$ cat src/hdl/streamer_pkg.sv
// Streamer shared definitions

package streamer_pkg;

  // widths that carry a meaning across the streamer
  localparam int unsigned ADDR_WIDTH = 32;
  localparam int unsigned DATA_WIDTH = 32; // bank and stream share one word size
  localparam int unsigned LEN_WIDTH  = 16;

  // byte address, word aligned once produced by the generator
  typedef logic [ADDR_WIDTH-1:0] addr_t;

  // one data word of the bank and of the output stream
  typedef logic [DATA_WIDTH-1:0] word_t;

  // count of words or lines
  typedef logic [LEN_WIDTH-1:0] len_t;

  // address step between consecutive words of a line
  localparam addr_t WORD_BYTES = addr_t'(DATA_WIDTH / 8);

  // control sequence of the streamer core
  typedef enum logic [1:0] {
    STREAMER_IDLE,
    STREAMER_WORKING,
    STREAMER_DONE
  } streamer_state_t;

endpackage
$ cat src/hdl/stream_fifo.sv
// Address FIFO

`timescale 1ns/100ps

module stream_fifo
  import streamer_pkg::*;
#(
  parameter int unsigned DEPTH = 2
) (
  input  logic  clk_i,
  input  logic  rst_ni,
  input  logic  clear_i,
  input  logic  push_valid_i,
  input  addr_t push_data_i,
  output logic  push_ready_o,
  output logic  pop_valid_o,
  output addr_t pop_data_o,
  input  logic  pop_ready_i,
  output logic  empty_o
);

  localparam int unsigned PTR_W = (DEPTH > 1) ? $clog2(DEPTH) : 1;
  localparam int unsigned CNT_W = $clog2(DEPTH + 1);

  addr_t            mem_q [DEPTH];
  logic [PTR_W-1:0] wr_ptr_q;
  logic [PTR_W-1:0] rd_ptr_q;
  logic [CNT_W-1:0] count_q;

  logic push;
  logic pop;

  assign push_ready_o = (count_q != CNT_W'(DEPTH));
  assign pop_valid_o  = (count_q != '0);
  assign empty_o      = (count_q == '0);
  assign pop_data_o   = mem_q[rd_ptr_q];

  assign push = push_valid_i & push_ready_o;
  assign pop  = pop_valid_o & pop_ready_i;

  always_ff @(posedge clk_i or negedge rst_ni) begin
    if (!rst_ni) begin
      wr_ptr_q <= '0;
      rd_ptr_q <= '0;
      count_q  <= '0;
    end else if (clear_i) begin
      wr_ptr_q <= '0;
      rd_ptr_q <= '0;
      count_q  <= '0;
    end else begin
      if (push) begin
        wr_ptr_q <= (wr_ptr_q == PTR_W'(DEPTH - 1)) ? '0 : wr_ptr_q + 1'b1;
      end
      if (pop) begin
        rd_ptr_q <= (rd_ptr_q == PTR_W'(DEPTH - 1)) ? '0 : rd_ptr_q + 1'b1;
      end
      case ({push, pop})
        2'b10:   count_q <= count_q + 1'b1;
        2'b01:   count_q <= count_q - 1'b1;
        default: count_q <= count_q; // both or none, level unchanged
      endcase
    end
  end

  // storage
  always_ff @(posedge clk_i) begin
    if (push) begin
      mem_q[wr_ptr_q] <= push_data_i;
    end
  end

endmodule

$ cat config.mk
export PLATFORM = sky130hd
export DESIGN_NAME = stream_fifo
export DESIGN_NICKNAME = d
export VERILOG_FILES = /design/src/hdl/streamer_pkg.sv /design/src/hdl/stream_fifo.sv
export SDC_FILE = /design/constraint.sdc
export NUM_CORES = 1
export LEC_CHECK = 0
export BUFFER_PORTS_ARGS = -buffer_cell sky130_fd_sc_hd__buf_2
export CAP_MARGIN = 15
export CELL_PAD_IN_SITES_DETAIL_PLACEMENT = 0
export CELL_PAD_IN_SITES_GLOBAL_PLACEMENT = 2
export CORE_MARGIN = 2
export CORE_UTILIZATION = 35
export DETAILED_ROUTE_END_ITERATION = 12
export GPL_TIMING_DRIVEN = 0
export PLACE_DENSITY_LB_ADDON = 0.1
export SKIP_CTS_REPAIR_TIMING = 1
export SYNTH_ARGS = -nofsm -noshare
export SYNTH_HDL_FRONTEND = slang
export SYNTH_SLANG_ARGS = --single-unit
$ cat constraint.sdc
create_clock -name clk_i -period 2.25 [get_ports clk_i]
set_clock_uncertainty 0.05 [all_clocks]
set_input_delay 0.45 -clock clk_i [delete_from_list [all_inputs] [get_ports clk_i]]
set_output_delay 0.45 -clock clk_i [all_outputs]
set_load 0.01 [all_outputs]
* Word level (Yosys, flattened, before mapping)
Memory sizes are Yosys's and may differ from the RTL's.
Cells that the tools add are included.
** Operators by class
- $add $sub $neg :: 4
- Equal/unequal tests :: 3
- Mux-type cells :: 10
- Bitwise logic cells :: 2
- Reduce and logical (&&, ||, !) cells :: 5
** Operators with widths (number)
- $mux 1 :: 8
- $reduce_bool 2->1 :: 3
- $pmux 2 s2 :: 1
- $reduce_bool 3->1 :: 1
- $add 1x1->1 const B :: 2
- $add 2x1->2 const B :: 1
- $and 1x1->1 :: 2
- $eq 2x1->1 const B :: 1
- $eq 2x2->1 const B :: 1
- $logic_not 2->1 :: 1
- $mux 2 :: 1
- $ne 2x2->1 const B :: 1
- $sub 2x1->2 const B :: 1
** Storage, ports and cells
- Bits in registers :: 4
- Memory bits (writable) :: 64
- Output and inout bits :: 35
- Logic and storage cells :: 28
- Memories :: 1
** Memories
- mem_q :: depth 2, bits a word 32, read ports 1, clocked after memory_dff 0, wr ports 1, line stream_fifo.sv:25 : addr_t mem_q [DEPTH];

* Longest topological paths before layout
- Word-level depth :: 5
- Mapped depth :: 4
- Mapped depth without buffers :: 3

* Least setup slack after synthesis
OpenSTA, ideal clock, no wires.
- Path type :: register -> register
- From :: register count_q[0]
- To :: memory mem_q[1][0] (netlist name), enable pin
- Setup time :: 0.392 ns
- Data arrival time :: 1.428 ns
- Required time :: 1.808 ns
- Slack :: 0.380 ns
- Stages on the path, launching flop included :: 3
- Path buffers :: 0
- Clock period less this slack :: 1.870 ns
- Cell sequence :: dfrtp_1 nand2b_2 and3_1
** Between the ends
- Word-level cells in the longest chain between the ends :: 4
** RTL lines
- from (decl) :: line stream_fifo.sv:28 : logic [CNT_W-1:0] count_q;
- from (signal assigned) :: line stream_fifo.sv:58 : 2'b10: count_q <= count_q + 1'b1;
- from (signal assigned) :: line stream_fifo.sv:59 : 2'b01: count_q <= count_q - 1'b1;
- from (signal assigned) :: line stream_fifo.sv:60 : default: count_q <= count_q;
- $ne 2x2->1 :: line stream_fifo.sv:33 : assign push_ready_o = (count_q != CNT_W'(DEPTH));
- via push_ready_o :: line stream_fifo.sv:15 : output logic push_ready_o,
- $and 1x1->1 :: line stream_fifo.sv:38 : assign push = push_valid_i & push_ready_o;
- $mux 1 :: line stream_fifo.sv:67 : if (push) begin
- $mux 1 (implied by the code) :: line stream_fifo.sv:68 : mem_q[wr_ptr_q] <= push_data_i;
- to (decl) :: line stream_fifo.sv:25
The timed path passes the listed nets, and every way through them passes these cells.

* Worst setup path in the final report
- From :: register rd_ptr_q
- To :: output port pop_data_o[2]
** Between the ends
- Word-level cells in the longest chain between the ends :: 1
** RTL lines
- from (decl) :: line stream_fifo.sv:27 : logic [PTR_W-1:0] rd_ptr_q;
- from (signal assigned) :: line stream_fifo.sv:55 : rd_ptr_q <= (rd_ptr_q == PTR_W'(DEPTH - 1)) ? '0 : rd_ptr_q + 1'b1;
- $mem_v2 2x32
- to (decl) :: line stream_fifo.sv:17 : output addr_t pop_data_o,
No other way between the ends.

==> run summary <==
status - finished clean
final hold vios - 0
Hold Crit Depth - 1
Final Max Tran Viols - 0
MaxCap Viol Count - 0
Slew @ Worst Pin - 0.805 ns
hold wc startpoint - push_data_i[31]
Die Span Y - 89.4 um
pwr dens - 946 mW/mm^2
n_diodes - 0
Worst R2R Path Depth - 4
period utilization - 89.5%
largest net degree at the start of global routing - 33
post-synthesis sequential area ratio - 79.1%
Buf/Inv on CP - 3
Mapped Cells - 125
slowest CP cell - mux2_1
Die W - 89.4 um
Routed Antenna Nets - 0
Unique masters post-synth - 22
LEAKAGE - 1.29 nW
Tot GR Track Use - 11.9%
clock sink count - 68
Crit path depth - 4
number of detailed-route iterations in the first pass - 3
Port Buffer Count - 71
initial drt markers - 58
routed wl met3 - 258 um
routed vias/inst - 4.29
first-pass GRT wire length - 6690 um
FF/Latch Area - 0.00202 mm^2
Period minus WS final - 2.01 ns
Top Metal Used - met4
post-route setup slack - 0.235 ns
Final #Nets - 246
VDD IR max - 0.435 mV
crit-path cells - buf_2 > buf_6 > mux2_1 > buf_2
fmax - 0.496 GHz
multi-input combinational cell area - 488 um^2
HP Class - in -> reg
Syn Area/Cell - 20.4 um^2
slowest stage delay, CP - 0.34 ns
Mapped Area - 0.00255 mm^2
critical path class - reg -> out
worst r2r src - count_q[0]$_DFFE_PN0P_
fraction of layout cells with a size suffix above 1 - 45.3%
Max Root-Sink Buffers - 2
Util after Layout - 46.8%
RSZ-0062 raised after global routing - false
Detailed Route WL - 4470 um
Placeable Area - 0.00718 mm^2
# DRC - 0
CP delay by family, top - buffers and inverters
hpwl dp - 2980 um
YS warnings - 0
Synth Net Count - 162
metal2 WL - 2430 um
Layout area overhead - 31.5%
dpl ws - 0.367 ns
Root Buffer - clkbuf_8
worst hold endpoint - mem_q[0][31]$_DFFE_PP_
CTS tree - built
total number of vias - 1,343
# rows - 31
H-tree depth - 3
cell mode on critical path - buf_2
FF+latch count, synth - 68
r2r setup slk - 0.42 ns
Fill cells - 644
gr ovfl total - 0
DIE AREA - 0.00800 mm^2
Initial Util - 35.6%
io pins - 72
startpoint types - register
RR Endpoint - mem_q[0][20]$_DFFE_PP_
CTS buffer count - 9
CTS clk-pin slew, worst paths - 0.07 ns
Routability Congestion - 0.633
Worst slew margin - 46.3%
WP data required - 1.75 ns
Hold WS - 0.250 ns
WL met1 - 1670 um
CP max FO - 10
Routed wire per std cell - 14.3 um
CP Data Arrival Time - 1.51 ns
Final Setup Violations - 0
crit end category - primary output
number of global-route vias before repair - 1,457
initial antenna violation count - 0
clock latency on the worst-skew pair - 0.33 ns
-- worst max path at each step --
stage                                      start                     to  slack, ns
after floorplan           count_q[0]$_DFFE_PN0P_  mem_q[1][0]$_DFFE_PP_       0.38
after global placement              push_valid_i  mem_q[1][4]$_DFFE_PP_      -0.08
after detailed placement            push_valid_i  mem_q[0][4]$_DFFE_PP_       0.37
after CTS                   rd_ptr_q$_DFFE_PN0P_          pop_data_o[9]       0.20
after global routing        rd_ptr_q$_DFFE_PN0P_          pop_data_o[2]       0.14
final                       rd_ptr_q$_DFFE_PN0P_          pop_data_o[2]       0.24
-- power breakdown --
| group | switching [mW] | internal, mW |
|---|---|---|
| Clock | 0.444 | 0.958 |
| Combinational | 0.156 | 0.139 |
| Sequential | 0.0163 | 1.46 |
| Total | 0.616 | 2.56 |
-- registers in the layout, summed over array words and instances, names as in the netlist --
| name | count |
|---|---|
| wr_ptr_q | 1 |
| count_q | 2 |
| rd_ptr_q | 1 |
| mem_q | 64 |
-- layout make-up --
class	count	share of cell area, %
Buffer	4	1.15
Inverter	2	0.223
Clock inverter	7	4.84
Timing Repair Buffer	73	11.7
Multi-Input combinational cell	51	14.5
Sequential cell	68	60.2
Tap cell	99	3.69
Clock buffer	9	3.69
-- layout by cell type (no fill, tap or decap), types with 2 or more instances in the layout --
cell type,count
a21oi_1,4
buf_2,72
buf_6,3
bufinv_16,5
clkbuf_8,9
dfrtp_1,4
edfxtp_1,64
inv_1,2
mux2_1,29
mux2_2,3
nand3b_1,2
-- routing by layer --
metal | global-route usage (%) | vias to the layer above
met2 | 21.4 | 38
met3 | 3.51 | 9
met1 | 12.0 | 643
met5 | 0 | -
met4 | 7.33 | 0
li1 | - | 653
-- through the flow --
stage	instance area, um^2	cells	power [mW]	setup TNS, ns
3_5_place_dp	3060	296	1.81	0
6_report	3360	313	3.18	0
4_1_cts	3350	312	3.22	0
5_1_grt	3360	313	3.31	0
2_1_floorplan	2550	125	1.66	0
3_3_place_gp	3030	295	1.79	-2.36
-- cell usage after synthesis (all sizes together) --
cell type,instances,share of area (%)
o21ai,1,0.20
a21bo,1,0.39
and3,1,0.25
dfrtp,4,3.9
nand3b,2,0.59
nand3,1,0.20
nand2b,2,0.59
or2,2,0.49
buf,4,1.5
inv,2,0.29
edfxtp,64,75
mux2,32,14
nor3b,1,0.29
mux2i,1,0.39
a21oi,4,0.78
nor2,1,0.15
xor2,1,0.34
a21o,1,0.29
-- kinds of logic after synthesis --
| kind of cell | after synthesis | share of synthesized area (%) |
|---|---|---|
| XOR/XNOR | 1 | 0.343 |
| flip-flops | 68 | 79.1 |
| AO/OA/AOI/OAI | 7 | 1.67 |
| AND/OR/NAND/NOR | 10 | 2.55 |
| multiplexers | 33 | 14.5 |
| buffers and inverters | 6 | 1.81 |
-- worst register-to-register path: cells and delay by family (launching register included) --
| kind | cells | cell delay [ns] |
|---|---|---|
| flops | 1 | 0.44 |
| simple gates | 2 | 0.30 |
| buf+inv | 2 | 0.74 |
(Power assumes the default switching activity.)
