--- config.mk ---
export PLATFORM = sky130hd
export DESIGN_NAME = stream_addressgen
export DESIGN_NICKNAME = d
export VERILOG_FILES = /design/src/hdl/streamer_pkg.sv /design/src/hdl/stream_addressgen.sv
export SDC_FILE = /design/constraint.sdc
export NUM_CORES = 1
export LEC_CHECK = 0
export ABC_CLOCK_PERIOD_IN_PS = 7300
export BUFFER_PORTS_ARGS = -buffer_cell sky130_fd_sc_hd__buf_2
export CORE_MARGIN = 1
export CORE_UTILIZATION = 63
export CTS_BUF_LIST = sky130_fd_sc_hd__clkbuf_4 sky130_fd_sc_hd__clkbuf_8 sky130_fd_sc_hd__clkbuf_16
export DETAILED_ROUTE_END_ITERATION = 16
export MAX_ROUTING_LAYER = met4
export PLACE_DENSITY = 0.87
export SLEW_MARGIN = 30
export SYNTH_ARGS = -nofsm -noshare
export SYNTH_HDL_FRONTEND = slang
export SYNTH_SLANG_ARGS = --single-unit
--- constraint.sdc ---
create_clock -name clk_i -period 7.3 [get_ports clk_i]
set_input_delay 0.365 -clock clk_i [delete_from_list [all_inputs] [get_ports clk_i]]
set_output_delay 0.365 -clock clk_i [all_outputs]
set_load 0.03 [all_outputs]
--- src/hdl/streamer_pkg.sv ---
// Streamer shared definitions

package streamer_pkg;

  // widths that carry a meaning across the streamer
  localparam int unsigned ADDR_WIDTH = 32;
  localparam int unsigned DATA_WIDTH = 32; // bank and stream share one word size
  localparam int unsigned LEN_WIDTH  = 16;

  // byte address, word aligned once produced by the generator
  typedef logic [ADDR_WIDTH-1:0] addr_t;

  // one data word of the bank and of the output stream
  typedef logic [DATA_WIDTH-1:0] word_t;

  // count of words or lines
  typedef logic [LEN_WIDTH-1:0] len_t;

  // address step between consecutive words of a line
  localparam addr_t WORD_BYTES = addr_t'(DATA_WIDTH / 8);

  // control sequence of the streamer core
  typedef enum logic [1:0] {
    STREAMER_IDLE,
    STREAMER_WORKING,
    STREAMER_DONE
  } streamer_state_t;

endpackage
--- src/hdl/stream_addressgen.sv ---
// Strided address generator

`timescale 1ns/100ps

module stream_addressgen
  import streamer_pkg::*;
(
  input  logic  clk_i,
  input  logic  rst_ni,
  input  logic  clear_i,
  input  logic  start_i,
  input  addr_t base_addr_i,
  input  len_t  line_len_i,
  input  addr_t line_stride_i,
  input  len_t  line_cnt_i,
  output logic  addr_valid_o,
  output addr_t addr_o,
  input  logic  addr_ready_i,
  output logic  done_o
);

  logic  active_q;   // offering addresses
  logic  done_q;
  len_t  word_idx_q; // word within the current line
  len_t  line_idx_q; // current line
  len_t  len_q;
  len_t  cnt_q;
  addr_t stride_q;
  addr_t line_base_q; // running base of the current line, avoids a multiplier
  addr_t addr_q;

  logic step;
  logic last_word;
  logic last_line;
  logic empty_job;

  assign step      = active_q & addr_ready_i;
  assign last_word = (word_idx_q == len_q - len_t'(1));
  assign last_line = (line_idx_q == cnt_q - len_t'(1));
  assign empty_job = (line_len_i == '0) || (line_cnt_i == '0);

  // control state and counters
  always_ff @(posedge clk_i or negedge rst_ni) begin
    if (!rst_ni) begin
      active_q   <= 1'b0;
      done_q     <= 1'b0;
      word_idx_q <= '0;
      line_idx_q <= '0;
    end else if (clear_i) begin
      active_q   <= 1'b0;
      done_q     <= 1'b0;
      word_idx_q <= '0;
      line_idx_q <= '0;
    end else if (start_i) begin
      active_q   <= ~empty_job;
      done_q     <= empty_job; // nothing to walk, finish at once
      word_idx_q <= '0;
      line_idx_q <= '0;
    end else if (step) begin
      if (last_word) begin
        word_idx_q <= '0;
        if (last_line) begin
          active_q <= 1'b0;
          done_q   <= 1'b1;
        end else begin
          line_idx_q <= line_idx_q + len_t'(1);
        end
      end else begin
        word_idx_q <= word_idx_q + len_t'(1);
      end
    end
  end

  // job fields and address registers
  always_ff @(posedge clk_i) begin
    if (start_i) begin
      len_q       <= line_len_i;
      cnt_q       <= line_cnt_i;
      stride_q    <= {line_stride_i[ADDR_WIDTH-1:2], 2'b00};
      line_base_q <= {base_addr_i[ADDR_WIDTH-1:2], 2'b00};
      addr_q      <= {base_addr_i[ADDR_WIDTH-1:2], 2'b00};
    end else if (step) begin
      if (last_word) begin
        // jump to the start of the next line
        line_base_q <= line_base_q + stride_q;
        addr_q      <= line_base_q + stride_q;
      end else begin
        addr_q <= addr_q + WORD_BYTES;
      end
    end
  end

  assign addr_valid_o = active_q;
  assign addr_o       = addr_q;
  assign done_o       = done_q; // held until the next start or clear

endmodule

After elaboration in Yosys (flattened, before gate mapping)

Cells that the tools add are included.

Register bits after elaboration: 160
Output and inout bits: 34
Bits of input ports: 101

Bitwise operators: 2
$add $sub $neg: 6
Multiplexer cells: 25
Reductions and logical operators: 12
Eq/ne operators: 3

Operators by type and width:

| operator                                            | count |
|---|---|
| two-way mux 32 bit                                  | 6 |
| two-way mux 16 bit                                  | 9 |
| adder 16 x 1 -> 16 bit (second input constant)      | 2 |
| adder 32 x 3 -> 32 bit (second input constant)      | 1 |
| adder 32 bit                                        | 1 |
| == test 16 bit                                      | 2 |
| logical NOT 16 bit                                  | 2 |
| subtractor 16 x 1 -> 16 bit (second input constant) | 2 |
| two-way mux 1 bit                                   | 10 |
| nonzero test 3 bit                                  | 3 |
| AND reduction 3 bit                                 | 2 |
| AND reduction 2 bit                                 | 2 |
| nonzero test 2 bit                                  | 2 |
| inequality test 3 bit (second input constant)       | 1 |
| AND 1 bit                                           | 1 |
| logical OR 1 bit                                    | 1 |
| inverter 1 bit                                      | 1 |

Logic depth before layout (Yosys ltp)

Word-level depth: 7
Depth in mapped cells: 13
Gate-level depth less buffers: 13

Worst setup path before layout

No wires, ideal clock.

Kind: register -> register
Start: register stride_q[2]
End: register addr_q[28] (netlist: addr_o[28]), data pin
Cell stages (with the launch flop): 14
Data required time: 7.033 ns
Slack: 4.329 ns
Data arrival time: 2.704 ns
Cells stage by stage: edfxtp_1 > ha_1 > inv_1 > fa_1 > nor2b_1 > o31ai_1 > nand3_1 > a2111o_1 > a31oi_2 > o21ai_1 > a221o_1 > a21oi_1 > xor2_1 > o21ai_0

Word-level cells in the longest chain between the ends: 4

Ends and longest elaborated chain:

| item                   | line                    | RTL |
|---|---|---|
| start, declared        | stream_addressgen.sv:28 | `addr_t stride_q;` |
| start signal, assigned | stream_addressgen.sv:79 | `stride_q <= {line_stride_i[ADDR_WIDTH-1:2], 2'b00};` |
| adder 32 bit           | stream_addressgen.sv:86 | `addr_q <= line_base_q + stride_q;` |
| two-way mux 32 bit     | stream_addressgen.sv:83 | `if (last_word) begin` |
| two-way mux 32 bit     | stream_addressgen.sv:82 | `end else if (step) begin` |
| two-way mux 32 bit     | stream_addressgen.sv:76 | `if (start_i) begin` |
| end signal, assigned   | stream_addressgen.sv:81 | `addr_q <= {base_addr_i[ADDR_WIDTH-1:2], 2'b00};` |
| end signal, assigned   | stream_addressgen.sv:86 |  |
| end signal, assigned   | stream_addressgen.sv:88 | `addr_q <= addr_q + WORD_BYTES;` |
| end, declared          | stream_addressgen.sv:30 | `addr_t addr_q;` |

No other way between the ends. The select of a mux whose other input is x is not followed.
A chain may end at the register's enable or synchronous reset.

Final worst setup path

Start: register len_q[0]
End: register addr_q[30] (netlist: addr_o[30]), data pin

Word-level cells in the longest chain between the ends: 5

Ends and longest elaborated chain:

| item                        | line                    | RTL |
|---|---|---|
| start, declared             | stream_addressgen.sv:26 | `len_t len_q;` |
| start signal, assigned      | stream_addressgen.sv:77 | `len_q <= line_len_i;` |
| subtractor 16 x 1 -> 16 bit | stream_addressgen.sv:38 | `assign last_word = (word_idx_q == len_q - len_t'(1));` |
| == test 16 bit              | stream_addressgen.sv:38 |  |
| two-way mux 32 bit          | stream_addressgen.sv:83 |  |
| two-way mux 32 bit          | stream_addressgen.sv:82 |  |
| two-way mux 32 bit          | stream_addressgen.sv:76 |  |

No other way between the ends. The select of a mux whose other input is x is not followed.

==> results_dict.tcl <==
set metrics [dict create \
    clk_latency_ns 0.43 \
    hold_viol_final 4 \
    cts-root-buf "clkbuf_16" \
    worst_ep_arrival_time_ns 3.91 \
    total_leakage_power_nw 4.40 \
    synth_enable_flop_cells 122 \
    ys_types 68 \
    postCtsHoldBufs 0 \
    cts_made_buffers 17 \
    violations "design-rule violations, negative hold slack" \
    synthAdderAreaFrac 0.0480 \
    ys.warnings.count 0 \
    end_kind "flip-flop" \
    startpoint_type "flip-flop" \
    period_minus_slack_ns 3.67 \
    combPwrFrac 0.209 \
    start_util 0.641 \
    crit_start "len_q[0]" \
    vias 7596 \
    synth-seq-cells 158 \
    maxSlewViolCount 0 \
    p_sw_w 0.000724 \
    r2r-start "len_q[0]" \
    synth_top_family_by_area "simple AND/OR/NAND/NOR gates" \
    syn_avg_cell_area_sq_um 10.2 \
    finalClockSkew_ns 0.00872 \
    place_hpwl_mm 15.2 \
    dpl_cell_area_sq_mm 0.0101 \
    ys_seq_area_frac 0.490 \
    pwr-share-clk 0.345 \
    cp_max_fo 18 \
    tns_ns 0 \
    final_area_sq_mm 0.0107 \
    yosysTopAreaCell "edfxtp_1" \
    synth-xor-area-share 0.105 \
    crit_type "flip-flop to flip-flop" \
    core_area_sq_mm 0.0145 \
    swShare 0.291 \
    final-setup-viol-count 0 \
    gr-total-overflow 0 \
    synth_area_sq_mm 0.00929 \
    drt_wl_total_mm 22.1 \
    seq_power_share 0.446 \
    synth_common_cells "edfxtp_1, nand2_1, nor2_1" \
    routedWlPerCell_um 17.9 \
    clockBufferDepth 2 \
    p_int_w 0.00176 \
    portBuffers 130 \
    viasPerCell 6.16 \
    gp_congestion 0.889 \
    dr.first_iter.drc_count 657 \
    drtPass1Iterations 11 \
    max_stage_delay_ns 0.84 \
    fin_nets 1172 \
    die_w_um 123 \
    crit_path_cell_trace "inv_1 -> ha_1 -> and2_1 -> o21a_1 -> o21ai_0 -> o21ai_0 -> nor4b_1 -> and4_1 -> nand2_1 -> o211ai_1" \
    synthTopCellsByArea "edfxtp_1, dfrtp_1, xnor2_1, xor2_1, ha_1" \
    cts_resized 0 \
    whs_ns -0.00311 \
    rsz0062_at_grt "false" \
    cp.required_ns 7.54 \
    p_per_area_mw_per_mm2 233 \
    crit_path_frequent_cell "o21ai_0" \
    grt_pass1_vias 7333 \
    die_h_um 123 \
    status "finished with violations" \
    synthSimpleGateAreaFrac 0.185 \
    antenna_found_initial 0 \
    synthMuxAreaShare 0.0155 \
    slowest_stage "and4_1" \
    worstMarginPinSlew_ns 0.898 \
    drc 2 \
    fp-row-count 44 \
    drive_above_1_share 0.180 \
    drtAntennaViolNets 0 \
    cap_violations 0 \
    die-area_sq_mm 0.0152 \
    synth_compound_area_frac 0.130 \
    h-tree-depth 4 \
    grt_pass1_wl_mm 35.1 \
    grt_max_degree 85 \
    cts_tree "built" \
    reg2reg_depth 10 \
    clk_pin_slew_ns 0.06 \
    cts_setup_buffers 0 \
    timing.final.crit_share 0.503 \
    ios 135 \
    async_reset_ff_frac 0.215 \
    synth_nets 1050 \
    relSlewSlack 0.401 \
    fmax_mhz 272 \
    grt_usage 0.313 \
    irDropWorstVdd_mv 0.182 \
    clock_sinks 158 \
    yosys.area.top_type_share 0.394 \
    synth_cells 914 \
    yosysMostFrequentCell "edfxtp_1" \
    synthFlopType "edfxtp_1" \
    hold_path.class "input pin to asynchronous set/reset pin" \
    r2r_setup_slack_ns 3.63 \
    syn2layout_area_growth_pct 14.7 \
]
## per-stage QoR
stage / setup slack, ns / util / instances / total power (W) / hold slack (ns)
final: 3.63 / 0.736 / 1234 / 0.00248 / -0.00311
after global placement: 3.75 / 0.695 / 1201 / 0.00161 / 0.414
after global routing: 3.40 / 0.736 / 1233 / 0.00259 / 0.0529
after CTS: 3.76 / 0.736 / 1233 / 0.00248 / 0.0182
after floorplan: 4.33 / - / 914 / 0.00148 / 0.0694
after detailed placement: 3.82 / 0.696 / 1201 / 0.00163 / 0.422
## power by group through the flow
stage	Sequential (W)	Combinational [W]	Clock [W]
finish	0.00111	0.000519	0.000856
CTS	0.00111	0.000511	0.000863
detailed placement	0.00112	0.000503	0
global placement	0.00112	0.000485	0
global route	0.00112	0.000573	0.000900
floorplan	0.00114	0.000339	0
## registers in the layout (all words and copies together) (netlist names)
signal	count
cnt_q	16
len_q	16
done_o	1
line_base_q	30
addr_valid_o	1
word_idx_q	16
addr_o	32
line_idx_q	16
stride_q	30
## cells by family (layout without fill, tap and decap cells)
| group | count (synthesis) | after routing |
|---|---|---|
| and+or+nand+nor | 341 | 341 |
| AOI/OAI and AO/OA | 195 | 195 |
| DFF | 158 | 158 |
| xor gates and xnor gates | 111 | 111 |
| buffers and inverters | 60 | 195 |
| adders and majority gates | 35 | 35 |
| muxes | 14 | 14 |
| other | 0 | 1 |
## critical path, delay by kind of cell, from the launching register on
family | cells | cell delay [ns]
buffers and inverters | 1 | 0.06
adders and majority gates | 1 | 0.24
and+or+nand+nor | 4 | 1.94
DFF | 1 | 0.41
AOI/OAI and AO/OA | 4 | 0.81
## final timing paths
path                                        to
worst max register to register      addr_o[30]
min in group clk_i                stride_q[11]
worst min register to register       addr_o[1]
worst max-delay path                addr_o[30]
max in group asynchronous       line_idx_q[12]
worst min-delay path             line_idx_q[0]
## cells in the final DEF (no fill, tap or decap), drive strengths merged, types with 7 or more instances in the layout
cell type,instances
buf,135
edfxtp,122
nand2,100
o21ai,78
nor2,77
xnor2,62
xor2,49
nand3,42
a21oi,39
ha,34
dfrtp,34
inv,29
nand4,24
clkbuf,24
nor3,19
a21o,16
and3,15
nor4,13
o211ai,11
mux2i,11
nor2b,8
o21bai,8
a31oi,8
or2,7
## area by class of cell
class                           instances  area, sq um
Antenna cell                            1         2.50
Fill cell                            1033         3830
Clock buffer                           24          519
Timing Repair Buffer                  135          691
Inverter                               28          105
Clock inverter                          8         55.1
Tap cell                              184          230
Sequential cell                       158         4550
Multi-Input combinational cell        696         4500
## metal layers
layer / vias to the layer above / global-route usage / wire length [um]
met4: 0 / 0.115 / 574
li1: 3592 / - / -
met5: - / - / 0
met3: 52 / 0.0669 / 1590
met2: 342 / 0.493 / 10700
met1: 3610 / 0.398 / 9270
Note: power is estimated with default switching activity, not from simulation.
