--- config.mk ---
export PLATFORM = sky130hd
export DESIGN_NAME = tcdm_source
export DESIGN_NICKNAME = d
export VERILOG_FILES = /design/src/hdl/streamer_pkg.sv /design/src/hdl/tcdm_source.sv
export SDC_FILE = /design/constraint.sdc
export NUM_CORES = 1
export LEC_CHECK = 0
export BUFFER_PORTS_ARGS = -buffer_cell sky130_fd_sc_hd__buf_2
export CORE_MARGIN = 3
export CORE_UTILIZATION = 30
export DETAILED_ROUTE_END_ITERATION = 8
export HOLD_SLACK_MARGIN = 0.03
export PLACE_DENSITY = 0.58
export SLEW_MARGIN = 20
export SYNTH_ARGS = -nofsm -noshare
export SYNTH_HDL_FRONTEND = slang
export SYNTH_SLANG_ARGS = --single-unit
--- constraint.sdc ---
create_clock -name clk_i -period 2.2 [get_ports clk_i]
set_input_delay 0.44 -clock clk_i [delete_from_list [all_inputs] [get_ports clk_i]]
set_output_delay 0.44 -clock clk_i [all_outputs]
set_load 0.02 [all_outputs]
--- src/hdl/streamer_pkg.sv ---
// Streamer shared definitions

package streamer_pkg;

  // widths that carry a meaning across the streamer
  localparam int unsigned ADDR_WIDTH = 32;
  localparam int unsigned DATA_WIDTH = 32; // bank and stream share one word size
  localparam int unsigned LEN_WIDTH  = 16;

  // byte address, word aligned once produced by the generator
  typedef logic [ADDR_WIDTH-1:0] addr_t;

  // one data word of the bank and of the output stream
  typedef logic [DATA_WIDTH-1:0] word_t;

  // count of words or lines
  typedef logic [LEN_WIDTH-1:0] len_t;

  // address step between consecutive words of a line
  localparam addr_t WORD_BYTES = addr_t'(DATA_WIDTH / 8);

  // control sequence of the streamer core
  typedef enum logic [1:0] {
    STREAMER_IDLE,
    STREAMER_WORKING,
    STREAMER_DONE
  } streamer_state_t;

endpackage
--- src/hdl/tcdm_source.sv ---
// Memory to stream source core

`timescale 1ns/100ps

module tcdm_source
  import streamer_pkg::*;
(
  input  logic  clk_i,
  input  logic  rst_ni,
  input  logic  clear_i,
  input  logic  start_i,
  input  len_t  word_len_i,
  input  logic  gen_done_i,
  input  logic  fifo_empty_i,
  input  logic  fifo_valid_i,
  input  addr_t fifo_addr_i,
  output logic  fifo_ready_o,
  output logic  mem_req_o,
  output addr_t mem_addr_o,
  input  logic  mem_gnt_i,
  input  logic  mem_rvalid_i,
  input  word_t mem_rdata_i,
  output logic  stream_valid_o,
  output word_t stream_data_o,
  input  logic  stream_ready_i,
  output logic  gen_en_o,
  output logic  ready_start_o,
  output logic  done_o
);

  streamer_state_t cs, ns;

  len_t  word_len_q;   // job length, sampled at start
  len_t  beat_cnt_q;
  logic  beat_cnt_clr;
  logic  rd_pend_q;    // a granted read is in flight
  logic  rd_valid;
  logic  hold_valid_q;
  word_t hold_data_q;
  logic  busy;

  assign busy = (cs != STREAMER_IDLE);

  // request only when the consumer can take the returning word
  assign mem_req_o    = busy & fifo_valid_i & stream_ready_i;
  assign mem_addr_o   = busy ? fifo_addr_i : '0;
  assign fifo_ready_o = mem_req_o & mem_gnt_i; // pop on grant

  // reads issued before a clear are dropped
  assign rd_valid = mem_rvalid_i & rd_pend_q;

  assign stream_valid_o = rd_valid | hold_valid_q;
  assign stream_data_o  = rd_valid ? mem_rdata_i : hold_data_q;

  always_ff @(posedge clk_i or negedge rst_ni) begin
    if (!rst_ni) begin
      rd_pend_q <= 1'b0;
    end else if (clear_i) begin
      rd_pend_q <= 1'b0;
    end else begin
      rd_pend_q <= mem_req_o & mem_gnt_i;
    end
  end

  // hold register, catches a word returned while the stream stalls
  always_ff @(posedge clk_i or negedge rst_ni) begin
    if (!rst_ni) begin
      hold_valid_q <= 1'b0;
    end else if (clear_i) begin
      hold_valid_q <= 1'b0;
    end else if (rd_valid && !stream_ready_i) begin
      hold_valid_q <= 1'b1;
    end else if (stream_ready_i) begin
      hold_valid_q <= 1'b0;
    end
  end

  always_ff @(posedge clk_i) begin
    if (rd_valid) begin
      hold_data_q <= mem_rdata_i;
    end
  end

  always_ff @(posedge clk_i) begin
    if (cs == STREAMER_IDLE && start_i) begin
      word_len_q <= word_len_i;
    end
  end

  // beat counter, closes the job
  always_ff @(posedge clk_i or negedge rst_ni) begin
    if (!rst_ni) begin
      beat_cnt_q <= '0;
    end else if (clear_i || beat_cnt_clr) begin
      beat_cnt_q <= '0;
    end else if (stream_valid_o && stream_ready_i) begin
      beat_cnt_q <= beat_cnt_q + len_t'(1);
    end
  end

  always_ff @(posedge clk_i or negedge rst_ni) begin
    if (!rst_ni) begin
      cs <= STREAMER_IDLE;
    end else if (clear_i) begin
      cs <= STREAMER_IDLE;
    end else begin
      cs <= ns;
    end
  end

  always_comb begin
    ns            = cs;
    ready_start_o = 1'b0;
    done_o        = 1'b0;
    beat_cnt_clr  = 1'b0;
    case (cs)
      STREAMER_IDLE: begin
        ready_start_o = 1'b1;
        if (start_i) ns = STREAMER_WORKING;
      end
      STREAMER_WORKING: begin
        if (gen_done_i) ns = STREAMER_DONE;
      end
      STREAMER_DONE: begin
        // all addresses drained and every word delivered
        if (fifo_empty_i && (beat_cnt_q == word_len_q)) begin
          ns           = STREAMER_IDLE;
          done_o       = 1'b1;
          beat_cnt_clr = 1'b1;
        end
      end
      default: ns = STREAMER_IDLE;
    endcase
  end

  assign gen_en_o = (cs == STREAMER_IDLE); // generator takes a start only when idle

endmodule

# == Word level (Yosys, flattened, before mapping) ==
# Cells that the tools add are included.
# op_classes
addsub,1
n_eq_ne,6
muxes,16
bitwise,5
reduce_logical,11
# op_table
cell,count
32-bit 2-to-1 mux,2
16-bit 2-to-1 mux,2
16-bit by 1-bit adder with 16-bit output (second input constant),1
16-bit == test,1
3-bit != test (second input constant),3
2-bit 2-to-1 mux,4
1-bit 2-to-1 mux,7
2-bit case mux with 3 select lines,1
1-bit bitwise AND,4
1-bit logical AND,4
2-bit nonzero test,2
3-bit AND reduction,1
3-bit nonzero test,1
2-bit by 1-bit == test with 1-bit output (second input constant),1
2-bit == test (second input constant),1
2-bit logical NOT,1
1-bit logical NOT,1
1-bit logical OR,1
1-bit OR,1
# word_totals
regBits,68
in_bits,90
out_inout_bits,70
word_cells,45

# == Logic depth before layout (Yosys ltp) ==
# Gate-level depths: netlist of run 1.
# logic_depth
word_depth,6
mapped_depth,7

# == Worst setup path after synthesis of run 1 ==
# OpenSTA, ideal clock, no wires.
# synth_path
path_type,register to register
from,register cs[0]
to,register word_len_q[0] (enable)
arrival_time_ns,1.664
t_required_ns,1.826
path_slack_ns,0.162
path_stages_with_launch,4
n_path_buf,1
cell_sequence,dfrtp_1 -> nor2_1 -> clkbuf_1 -> and2_1
# synth_between
elab_chain_len,2
# synth_lines
item,line,text
"start, declared",tcdm_source.sv:31,"streamer_state_t cs, ns;"
"start signal, assigned",tcdm_source.sv:107,cs <= ns;
2-bit logical NOT,--,
net gen_en_o,tcdm_source.sv:26,"output logic gen_en_o,"
1-bit logical AND,tcdm_source.sv:85,if (cs == STREAMER_IDLE && start_i) begin
"end signal, assigned",tcdm_source.sv:86,word_len_q <= word_len_i;
"end, declared",tcdm_source.sv:33,len_t word_len_q;
# The timed path passes the listed nets, and every way through them passes these cells.
# A chain may end at the register's enable or synchronous reset.

# == Final worst setup path of run 1 ==
# layout_path
from,register beat_cnt_q[9]
to,output port done_o
# layout_between
elab_chain_len,4
# layout_lines
item,line,text
"start, declared",tcdm_source.sv:34,len_t beat_cnt_q;
"start signal, assigned",tcdm_source.sv:97,beat_cnt_q <= beat_cnt_q + len_t'(1);
16-bit == test,tcdm_source.sv:126,if (fifo_empty_i && (beat_cnt_q == word_len_q)) begin
1-bit logical AND,tcdm_source.sv:126,
1-bit 2-to-1 mux,tcdm_source.sv:126,
1-bit 2-to-1 mux,tcdm_source.sv:116,case (cs)
"end, declared",tcdm_source.sv:28,output logic done_o
# Every way passes these cells.

==> metrics.txt, run 1 <==
total power divided by cell area 750 nW/um2; die area 11,100 um2; reported net switching power 0.000914 W; outcome finished clean; fraction of final layout cells sized beyond drive strength 1 58.1%; post-synthesis compound-gate area fraction 1.39%; number of diodes 0; Max FO, Critical Path 3; DR WL/cell 13.1 um; adder and majority cell fraction of the synthesized area 0.422%; WL final 7300 um; number of buffers created by CTS 9; Final nets 513; clock tree from TritonCTS yes; sequential share of the synthesized area 54.7%; Setup crit end kind output pin; summed instance area of the synthesized netlist 2970 um2; number of I/O port buffers 159; leakage power of the design 2.09 nW; Final Wtd Congestion 0.748; shortest clock period the worst path allows after layout 2.17 ns; Final Hold Fails 0; XOR/XNOR share of the synthesized area 9.16%; area share of the largest cell type after synthesis 21.6%; Finished Core Util 45.6%; simple-gate area share of the yosys netlist 19.3%; final clock skew 0.0110 ns; cell at the root of the clock tree clkbuf_8; Rel. slew slack 68.5%; vias in the first global route 2,396; Async SR Flop Fraction 29.4%; category of the critical setup timing path flip-flop to output pin; Yosys warning count 0; number of levels the H-tree was split into 3; number of inserted filler cells in the final layout 922; multiplexer share of the synthesized area 12.5%; fin. max-slew vios 0; flip-flop cell with the highest count after synthesis dfxtp_1; synth cell count leaders dfxtp_1 (32), mux2_2 (32), nor2b_1 (32), xor2_1 (25), dfrtp_1 (20); design internal power 0.00230 W; share of total power in sequential cells 45.5%; switching power share of the total 28.4%; upper clock frequency limit 460 MHz; number of maximum-capacitance violations 0; maximum number of pins on one net before global-route repair 35; count of state elements after synthesis 68; DRC 0; Final Cycle Share 98.8%; synthesis-to-finish area growth 44.6%; data arrival time of the critical path 1.73 ns; overall overflow remaining after global route 0; Worst-Margin Slew 0.473 ns; startpoint types flip-flop; clock transition time at the flip-flop clock pins of the worst setup and hold paths 0.07 ns; die outline width 105 um; WHS 0.0596 ns; post-route ant nets 0; number of setup violations in the final report 0; post-detailed-route via-to-cell ratio 4.30; Starting DRT DRC Count 86; distinct cell type count of the synthesized netlist 36; mean instance size in the synthesized netlist 12.0 um2; Req. time, crit path 1.76 ns; part of the total power dissipated in combinational logic 22.3%; RSZ-0062 raised after global routing yes; Clk pwr share 32.2%; I/O pin total 160; number of vias after detailed routing 2,391; die height 105 um; initial core utilization 31.5%; clock latency on the worst-skew pair 0.33 ns; cell taking the most area after synthesis dfxtp_1; initial antenna violation count 0; number of standard cells after synthesis 247; wire length of the first global-routing pass 11,500 um; detailed placement HPWL 5600 um; number of enable flip-flop cells after synthesis 16; maximum number of buffers from clock root to sink 2; worst IR drop on VDD 0.500 mV; area of the core region 9420 um2; number of nets in the synthesized netlist 338; kind of path behind the tightest hold check input pin to async pin; standard-cell rows 35; Sink Count 68; main combinational cell family by area after synthesis simple AND/OR/NAND/NOR gates; Global Route Usage Sum 12.9%; cell types occupying the most area after synthesis dfxtp_1 (22%), dfrtp_1 (17%), edfxtp_1 (16%), mux2_2 (12%), xor2_1 (7.4%); length of the first detailed-routing pass in iterations 4
## critical path, cell delays in order, from the launching register on
cell and delay [ns]:
dfrtp_1 0.42, xor2_1 0.17, nor4_2 0.36, nand4_1 0.17, nor3_2 0.13, buf_4 0.16
## placed cells by master, fill, tap and decap left out, drive strengths merged, types with 2 or more instances in the layout
cell / count
clkinv: 2
nand4: 4
nand2: 10
mux2: 32
nor4: 4
edfxtp: 16
clkbuf: 14
and4: 2
nor3: 4
inv: 3
nor2b: 32
nor2: 21
buf: 175
dfxtp: 32
and3: 4
xor2: 25
nand3: 10
xnor2: 6
dfrtp: 20
o31ai: 2
and2: 2
## routing by layer
layer | GRT usage (%) | part of all wire, % | vias up
met4 | 3.66 | 0.70 | 0
met2 | 19.9 | 47 | 101
li1 | - | - | 1183
met3 | 5.45 | 9.1 | 4
met1 | 16.5 | 43 | 1103
met5 | 0 | 0 | -
## metrics by stage
step           instances  setup TNS, ns  power (W)  area (um2)  setup WS, ns
4_1_cts              554          -1.39    0.00327        4240       -0.0876
2_1_floorplan        247              0    0.00192        2970         0.162
3_3_place_gp         528              0    0.00219        3920         0.210
6_report             556              0    0.00321        4290        0.0261
3_5_place_dp         528              0    0.00220        3920         0.171
5_1_grt              556         -0.800    0.00340        4290        -0.142
## power groups by stage
stage          logic (W)  registers [W]  clock network, W
2_1_floorplan   0.000440        0.00148                 0
3_3_place_gp    0.000703        0.00149                 0
3_5_place_dp    0.000711        0.00149                 0
4_1_cts         0.000731        0.00147           0.00107
5_1_grt         0.000777        0.00148           0.00115
6_report        0.000718        0.00146           0.00103
## sequential cells by signal, summed over array words and instances, names as in the netlist
name,cells
hold_valid_q,1
word_len_q,16
rd_pend_q,1
cs,2
beat_cnt_q,16
hold_data_q,32
## worst paths after layout
| path | start | end | slack (ns) | cells past startpoint |
|---|---|---|---|---|
| max | beat_cnt_q[9] | done_o | 0.03 | 5 |
| min in group clk_i | word_len_i[7] | word_len_q[7] | 0.28 | 1 |
| min reg2reg | hold_data_q[7] | hold_data_q[7] | 0.47 | 1 |
| min | rst_ni | beat_cnt_q[12] | 0.06 | 1 |
| max reg2reg | beat_cnt_q[9] | beat_cnt_q[9] | 0.10 | 10 |
| max in group asynchronous | rst_ni | beat_cnt_q[7] | 1.79 | 1 |
## kinds of logic after synthesis
kind of cell,Yosys count
flip-flops,68
multiplexers,33
AND/OR/NAND/NOR,96
AO/OA/AOI/OAI,4
buffers and inverters,14
adder cells (fa/ha/maj),1
XOR/XNOR,31
## what timing repair did
| item | in CTS | in global routing |
|---|---|---|
| pin swaps | 6 | 16 |
| gates cloned | 1 | 0 |
| endpoints found under the setup margin | 1 | 18 |
| resized for setup | 6 | 14 |
| buffers inserted | 9 | 7 |
| hold buffers | 0 | 0 |
## final cells by class
type | count | area [um2] | share of cell area, %
inverter | 3 | 11.3 | 0.263
multi-input combinational | 165 | 1340 | 31.3
clock inverter | 2 | 13.8 | 0.321
clock buffer | 14 | 195 | 4.55
timing repair buffer | 175 | 942 | 22.0
tap | 129 | 161 | 3.76
sequential | 68 | 1620 | 37.9
No activity file was read; power rests on OpenSTA's default activity.
==> inputs of run 2 (changes only) <==
--- a/config.mk
+++ b/config.mk
@@ -10,6 +10,7 @@
 export CORE_UTILIZATION = 30
 export DETAILED_ROUTE_END_ITERATION = 8
 export HOLD_SLACK_MARGIN = 0.03
+export MAX_ROUTING_LAYER = met4
 export PLACE_DENSITY = 0.58
 export SLEW_MARGIN = 20
 export SYNTH_ARGS = -nofsm -noshare
==> metrics.txt, run 2 (synthesis gave the netlist of run 1 again) <==
data arrival time of the critical path 1.74 ns (about the same); detailed placement HPWL 5600 um (unchanged); die height 105 um (unchanged); number of diodes 0 (unchanged); clock transition time at the flip-flop clock pins of the worst setup and hold paths 0.08 ns (about the same); wire length of the first global-routing pass 11,400 um (-0.36%); Max FO, Critical Path 3 (unchanged); length of the first detailed-routing pass in iterations 4 (unchanged); largest register by flop count hold_data_q; footprint of the flip-flops and latches 1620 um2 (unchanged); RSZ-0062 raised after global routing yes; number of hold-repair buffers added at the cts stage 0 (unchanged); initial antenna violation count 0 (unchanged); clock latency on the worst-skew pair 0.33 ns (about the same); die outline width 105 um (unchanged); Final Cycle Share 99.0% (+0.19 points); fraction of final layout cells sized beyond drive strength 1 58.1% (unchanged); startpoint types flip-flop; standard-cell rows 35 (unchanged); placed inst area 3920 um2 (unchanged); Final Wtd Congestion 0.758 (+1.3%); post-detailed-route via-to-cell ratio 4.31 (+0.17%); number of I/O port buffers 159 (unchanged); maximum number of buffers from clock root to sink 2 (unchanged); largest registers in the final layout hold_data_q (32), beat_cnt_q (16), word_len_q (16); total power divided by cell area 751 nW/um2 (+0.17%); setup slack at placement 0.171 ns (unchanged); clock tree from TritonCTS yes; Global Route Usage Sum 13.3% (+0.39 points); DR WL/cell 13.2 um (+0.33%); WL final 7320 um (+0.33%); outcome finished clean; I/O pin total 160 (unchanged); Final nets 513 (unchanged); initial core utilization 31.5% (unchanged); number of buffers created by CTS 9 (unchanged); number of setup violations in the final report 0 (unchanged); kind of path behind the tightest hold check input pin to async pin; Sink Count 68 (unchanged); smallest setup slack after layout 0.0219 ns (-0.00423 ns); die area 11,100 um2 (unchanged); Setup crit end kind output pin; number of levels the H-tree was split into 3 (unchanged); Starting DRT DRC Count 95 (+10%); number of flip-flops in the largest register 32 (unchanged); Rel. slew slack 68.3% (-0.14 points); shortest clock period the worst path allows after layout 2.18 ns (+0.00423 ns); fin. max-slew vios 0 (unchanged); category of the critical setup timing path flip-flop to output pin; area of the core region 9420 um2 (unchanged); most frequent standard cell in the layout excluding fill and tap cells buf_2; leakage power of the design 2.09 nW (unchanged); cell at the root of the clock tree clkbuf_8; final design instance area without fill 4290 um2 (unchanged); number of inserted filler cells in the final layout 922 (unchanged); post-route ant nets 0 (unchanged); DRC 0 (unchanged); highest-count cells in the layout ignoring fill and taps buf_2 (158), mux2_2 (32), nor2b_1 (32), dfxtp_1 (32), xor2_1 (24); number of maximum-capacitance violations 0 (unchanged); overall overflow remaining after global route 0 (unchanged); worst IR drop on VDD 0.501 mV (+0.20%); upper clock frequency limit 459 MHz (-0.19%); Req. time, crit path 1.76 ns (about the same); final clock skew 0.0128 ns (+0.00178 ns); synthesis-to-finish area growth 44.6% (unchanged); maximum number of pins on one net before global-route repair 35 (unchanged); vias in the first global route 2,409 (+0.54%); number of vias after detailed routing 2,395 (+0.17%); Final Hold Fails 0 (unchanged); Worst-Margin Slew 0.475 ns (+0.00204 ns); area taken by multi-input logic gates 1340 um2 (unchanged)
## run 2: layout make-up
type,count,area share [%]
clock buffer,14,4.55
clock inverter,2,0.321
inverter,3,0.263
multi-input combinational,165,31.3
sequential,68,37.9
tap,129,3.76
timing repair buffer,175,22.0
## run 2: path summary, 6_finish.rpt
kind,end,cells past startpoint,startpoint,slack (ns)
setup / recovery,done_o,5,beat_cnt_q[9],0.02
hold / removal,beat_cnt_q[5],1,rst_ni,0.06
setup reg to reg,beat_cnt_q[9],10,beat_cnt_q[9],0.10
hold reg to reg,hold_data_q[7],1,hold_data_q[7],0.47
max in group asynchronous,beat_cnt_q[7],1,rst_ni,1.79
min in group clk_i,word_len_q[7],1,word_len_i[7],0.28
## run 2: per-layer routing
layer / vias up / global-route usage, % / part of all wire, %
li1: 1183 / - / -
met1: 1107 / 17.3 / 45
met2: 100 / 19.9 / 47
met3: 5 / 4.16 / 7.3
met4: 0 / 3.94 / 1.0
met5: - / - / 0
## run 2: per-stage QoR
stage	cells	hold WS (ns)	setup TNS [ns]	power [W]	util, %
final	556	0.0568	0	0.00322	45.6
after detailed placement	528	0.437	0	0.00220	41.6
after global placement	528	0.425	0	0.00219	41.6
after floorplan	247	0.144	0	0.00192	-
after CTS	554	0.0646	-1.39	0.00327	45.0
after global routing	556	0.0671	-0.807	0.00340	45.6
## run 2: what timing repair did
action / CTS / global route
pin swaps: 6 / 16
endpoints found under the setup margin: 1 / 18
cloned: 1 / 0
setup buffers: 9 / 7
gates resized for setup: 6 / 14
## run 2: worst max-delay path, stage by stage, from the launching register on
cell,delay [ns]
dfrtp_1,0.42
xor2_1,0.17
nor4_2,0.36
nand4_1,0.17
nor3_2,0.13
buf_4,0.16
## run 2: power breakdown
part	internal (W)	leakage, nW	switching, W	total, W
registers	0.00143	0.693	0.0000367	0.00146
logic	0.000295	1.29	0.000424	0.000719
clock network	0.000579	0.107	0.000459	0.00104
total	0.00230	2.09	0.000920	0.00322
==> inputs of run 3 (changes only) <==
--- a/config.mk
+++ b/config.mk
@@ -12,6 +12,7 @@
 export HOLD_SLACK_MARGIN = 0.03
 export MAX_ROUTING_LAYER = met4
 export PLACE_DENSITY = 0.58
+export SKIP_LAST_GASP = 1
 export SLEW_MARGIN = 20
 export SYNTH_ARGS = -nofsm -noshare
 export SYNTH_HDL_FRONTEND = slang
==> constraint.sdc (replaced) <==
create_clock -name clk_i -period 2.8 [get_ports clk_i]
set_input_delay 0.56 -clock clk_i [delete_from_list [all_inputs] [get_ports clk_i]]
set_output_delay 0.56 -clock clk_i [all_outputs]
set_load 0.02 [all_outputs]
==> metrics.txt, run 3 (synthesis gave the netlist of run 1 again) <==
part of the total power dissipated in combinational logic 22.3% (about the same); initial core utilization 31.5% (unchanged); RSZ-0062 raised after global routing no; Final Wtd Congestion 0.778 (+2.7%); die area 11,100 um2 (unchanged); Critical R2R Launch beat_cnt_q[4]; die height 105 um (unchanged); total power divided by cell area 602 nW/um2 (-20%); largest registers in the final layout hold_data_q (32), beat_cnt_q (16), word_len_q (16); largest register by flop count hold_data_q; number of hold-repair buffers added at the cts stage 0 (unchanged); Critical R2R Capture beat_cnt_q[14]; clock transition time at the flip-flop clock pins of the worst setup and hold paths 0.08 ns (about the same); Critical Path End done_o; kind of path behind the tightest hold check input pin to async pin; maximum number of buffers from clock root to sink 2 (unchanged); Clk pwr share 30.7% (-1.5 points); fraction of final layout cells sized beyond drive strength 1 55.6% (-2.5 points); CTS-repair resized insts 0 (-6); shortest clock period the worst path allows after layout 2.56 ns; post-detailed-route via-to-cell ratio 4.26 (-1.1%); cell at the root of the clock tree clkbuf_8; Worst-Margin Slew 0.749 ns (+0.274 ns); worst IR drop on VDD 0.341 mV (-32%); number of inserted filler cells in the final layout 937 (+1.6%); number of levels the H-tree was split into 3 (unchanged); number of buffers created by CTS 9 (unchanged); Starting DRT DRC Count 122 (+28%); Final Hold Fails 0 (unchanged); vias in the first global route 2,425 (+0.66%); Total Neg Setup Slack 0 ns (unchanged); setup bufs post-CTS 0 (-9); most frequent standard cell in the layout excluding fill and tap cells buf_2; data arrival time of the critical path 2.00 ns (+0.26 ns); flop-to-flop setup slack 0.86 ns (+0.76 ns); Max FO, Critical Path 6 (+3); fin. max-slew vios 0 (unchanged); overall overflow remaining after global route 0 (unchanged); area of the core region 9420 um2 (unchanged); Rel. slew slack 50.1% (-18 points); Final nets 500 (-2.5%); WHS 0.174 ns (+0.118 ns); post-route ant nets 0 (unchanged); number of vias after detailed routing 2,314 (-3.4%); I/O pin total 160 (unchanged); number of flip-flops in the largest register 32 (unchanged); leakage power of the design 2.01 nW (-3.7%); outcome finished clean; number of I/O port buffers 159 (unchanged); die outline width 105 um (unchanged); category of the critical setup timing path flip-flop to output pin; WL final 7170 um (-2.2%); Req. time, crit path 2.24 ns (+0.48 ns); clock latency on the worst-skew pair 0.33 ns (about the same); maximum number of pins on one net before global-route repair 37 (+5.7%); number of diodes 0 (unchanged); initial antenna violation count 0 (unchanged); startpoint types flip-flop; number of setup violations in the final report 0 (unchanged); upper clock frequency limit 390 MHz; switching power share of the total 29.9% (+1.4 points); final clock skew 0.00837 ns (-0.00442 ns); Sink Count 68 (unchanged); synthesis-to-finish area growth 37.1%; share of total power in sequential cells 47.0% (+1.6 points); wire length of the first global-routing pass 11,200 um (-1.8%); number of cells on the worst reg-to-reg path 6 (-4); Final Cycle Share 91.5%; length of the first detailed-routing pass in iterations 4 (unchanged); standard-cell rows 35 (unchanged); Global Route Usage Sum 13.1% (-0.15 points); number of maximum-capacitance violations 0 (unchanged); footprint of the flip-flops and latches 1620 um2 (-0.15%); Setup crit end kind output pin; detailed placement HPWL 5620 um (+0.33%); reported net switching power 0.000732 W (-20%); area taken by multi-input logic gates 1270 um2 (-5.2%); DRC 0 (unchanged); origin of the worst setup path beat_cnt_q[4]; highest-count cells in the layout ignoring fill and taps buf_2 (159), mux2_2 (32), nor2b_1 (32), dfxtp_1 (32), xor2_1 (25); DR WL/cell 13.2 um (+0.17%); clock tree from TritonCTS yes; design internal power 0.00172 W (-25%)
run 3: changes by cell type in the layout (fill, tap and decap cells not counted), moves of 3 or more:
| cell | before | now |
|---|---|---|
| inv_4 | 0 | 3 |
| buf_4 | 13 | 3 |
| nor2_4 | 6 | 0 |
| nor2_2 | 6 | 11 |
| buf_6 | 3 | 0 |
run 3: power groups by stage:
stage               registers [W]  logic, W  clock network, W
floorplan                 0.00116  0.000346                 0
global placement          0.00117  0.000545                 0
detailed placement        0.00117  0.000552                 0
CTS                       0.00115  0.000554          0.000780
global route              0.00116  0.000594          0.000824
finish                    0.00115  0.000546          0.000751
run 3: layer usage:
metal,vias up,GRT usage [%],share of wire (%)
li1,1156,-,-
met1,1046,15.8,43
met2,102,20.0,46
met3,10,4.23,8.6
met4,0,6.19,1.8
met5,-,-,0
run 3: how the worst min path moves through the flow:
stage,start,endpoint,slack (ns),cells past startpoint
global placement,hold_data_q[15],hold_data_q[15],0.45,1
floorplan,rst_ni,beat_cnt_q[0],0.26,0
finish,rst_ni,beat_cnt_q[12],0.17,1
global route,rst_ni,beat_cnt_q[12],0.19,1
CTS,rst_ni,beat_cnt_q[2],0.18,1
detailed placement,hold_data_q[12],hold_data_q[12],0.46,1
run 3: metrics by stage:
| step | util [%] | area (um2) | setup WS (ns) | cells | total power, W |
|---|---|---|---|---|---|
| after detailed placement | 41.2 | 3880 | 0.560 | 527 | 0.00172 |
| after floorplan | - | 2970 | 0.656 | 247 | 0.00151 |
| after CTS | 43.2 | 4070 | 0.228 | 543 | 0.00249 |
| after global routing | 43.2 | 4070 | 0.0827 | 543 | 0.00258 |
| after global placement | 41.2 | 3880 | 0.555 | 527 | 0.00171 |
| final | 43.2 | 4070 | 0.238 | 543 | 0.00245 |
run 3: cell type report:
type                       count  area share (%)
sequential                    68            39.9
tap                          129            3.97
inverter                       3           0.277
multi-input combinational    165            31.3
clock inverter                 6           0.831
clock buffer                  10            3.66
timing repair buffer         162            20.1
run 3: critical path, cell delays in order, from the launching register on:
cell and delay (ns):
dfrtp_1 0.46, xor2_1 0.19, nor3_1 0.40, nand4_1 0.15, nor3_1 0.25, buf_2 0.21
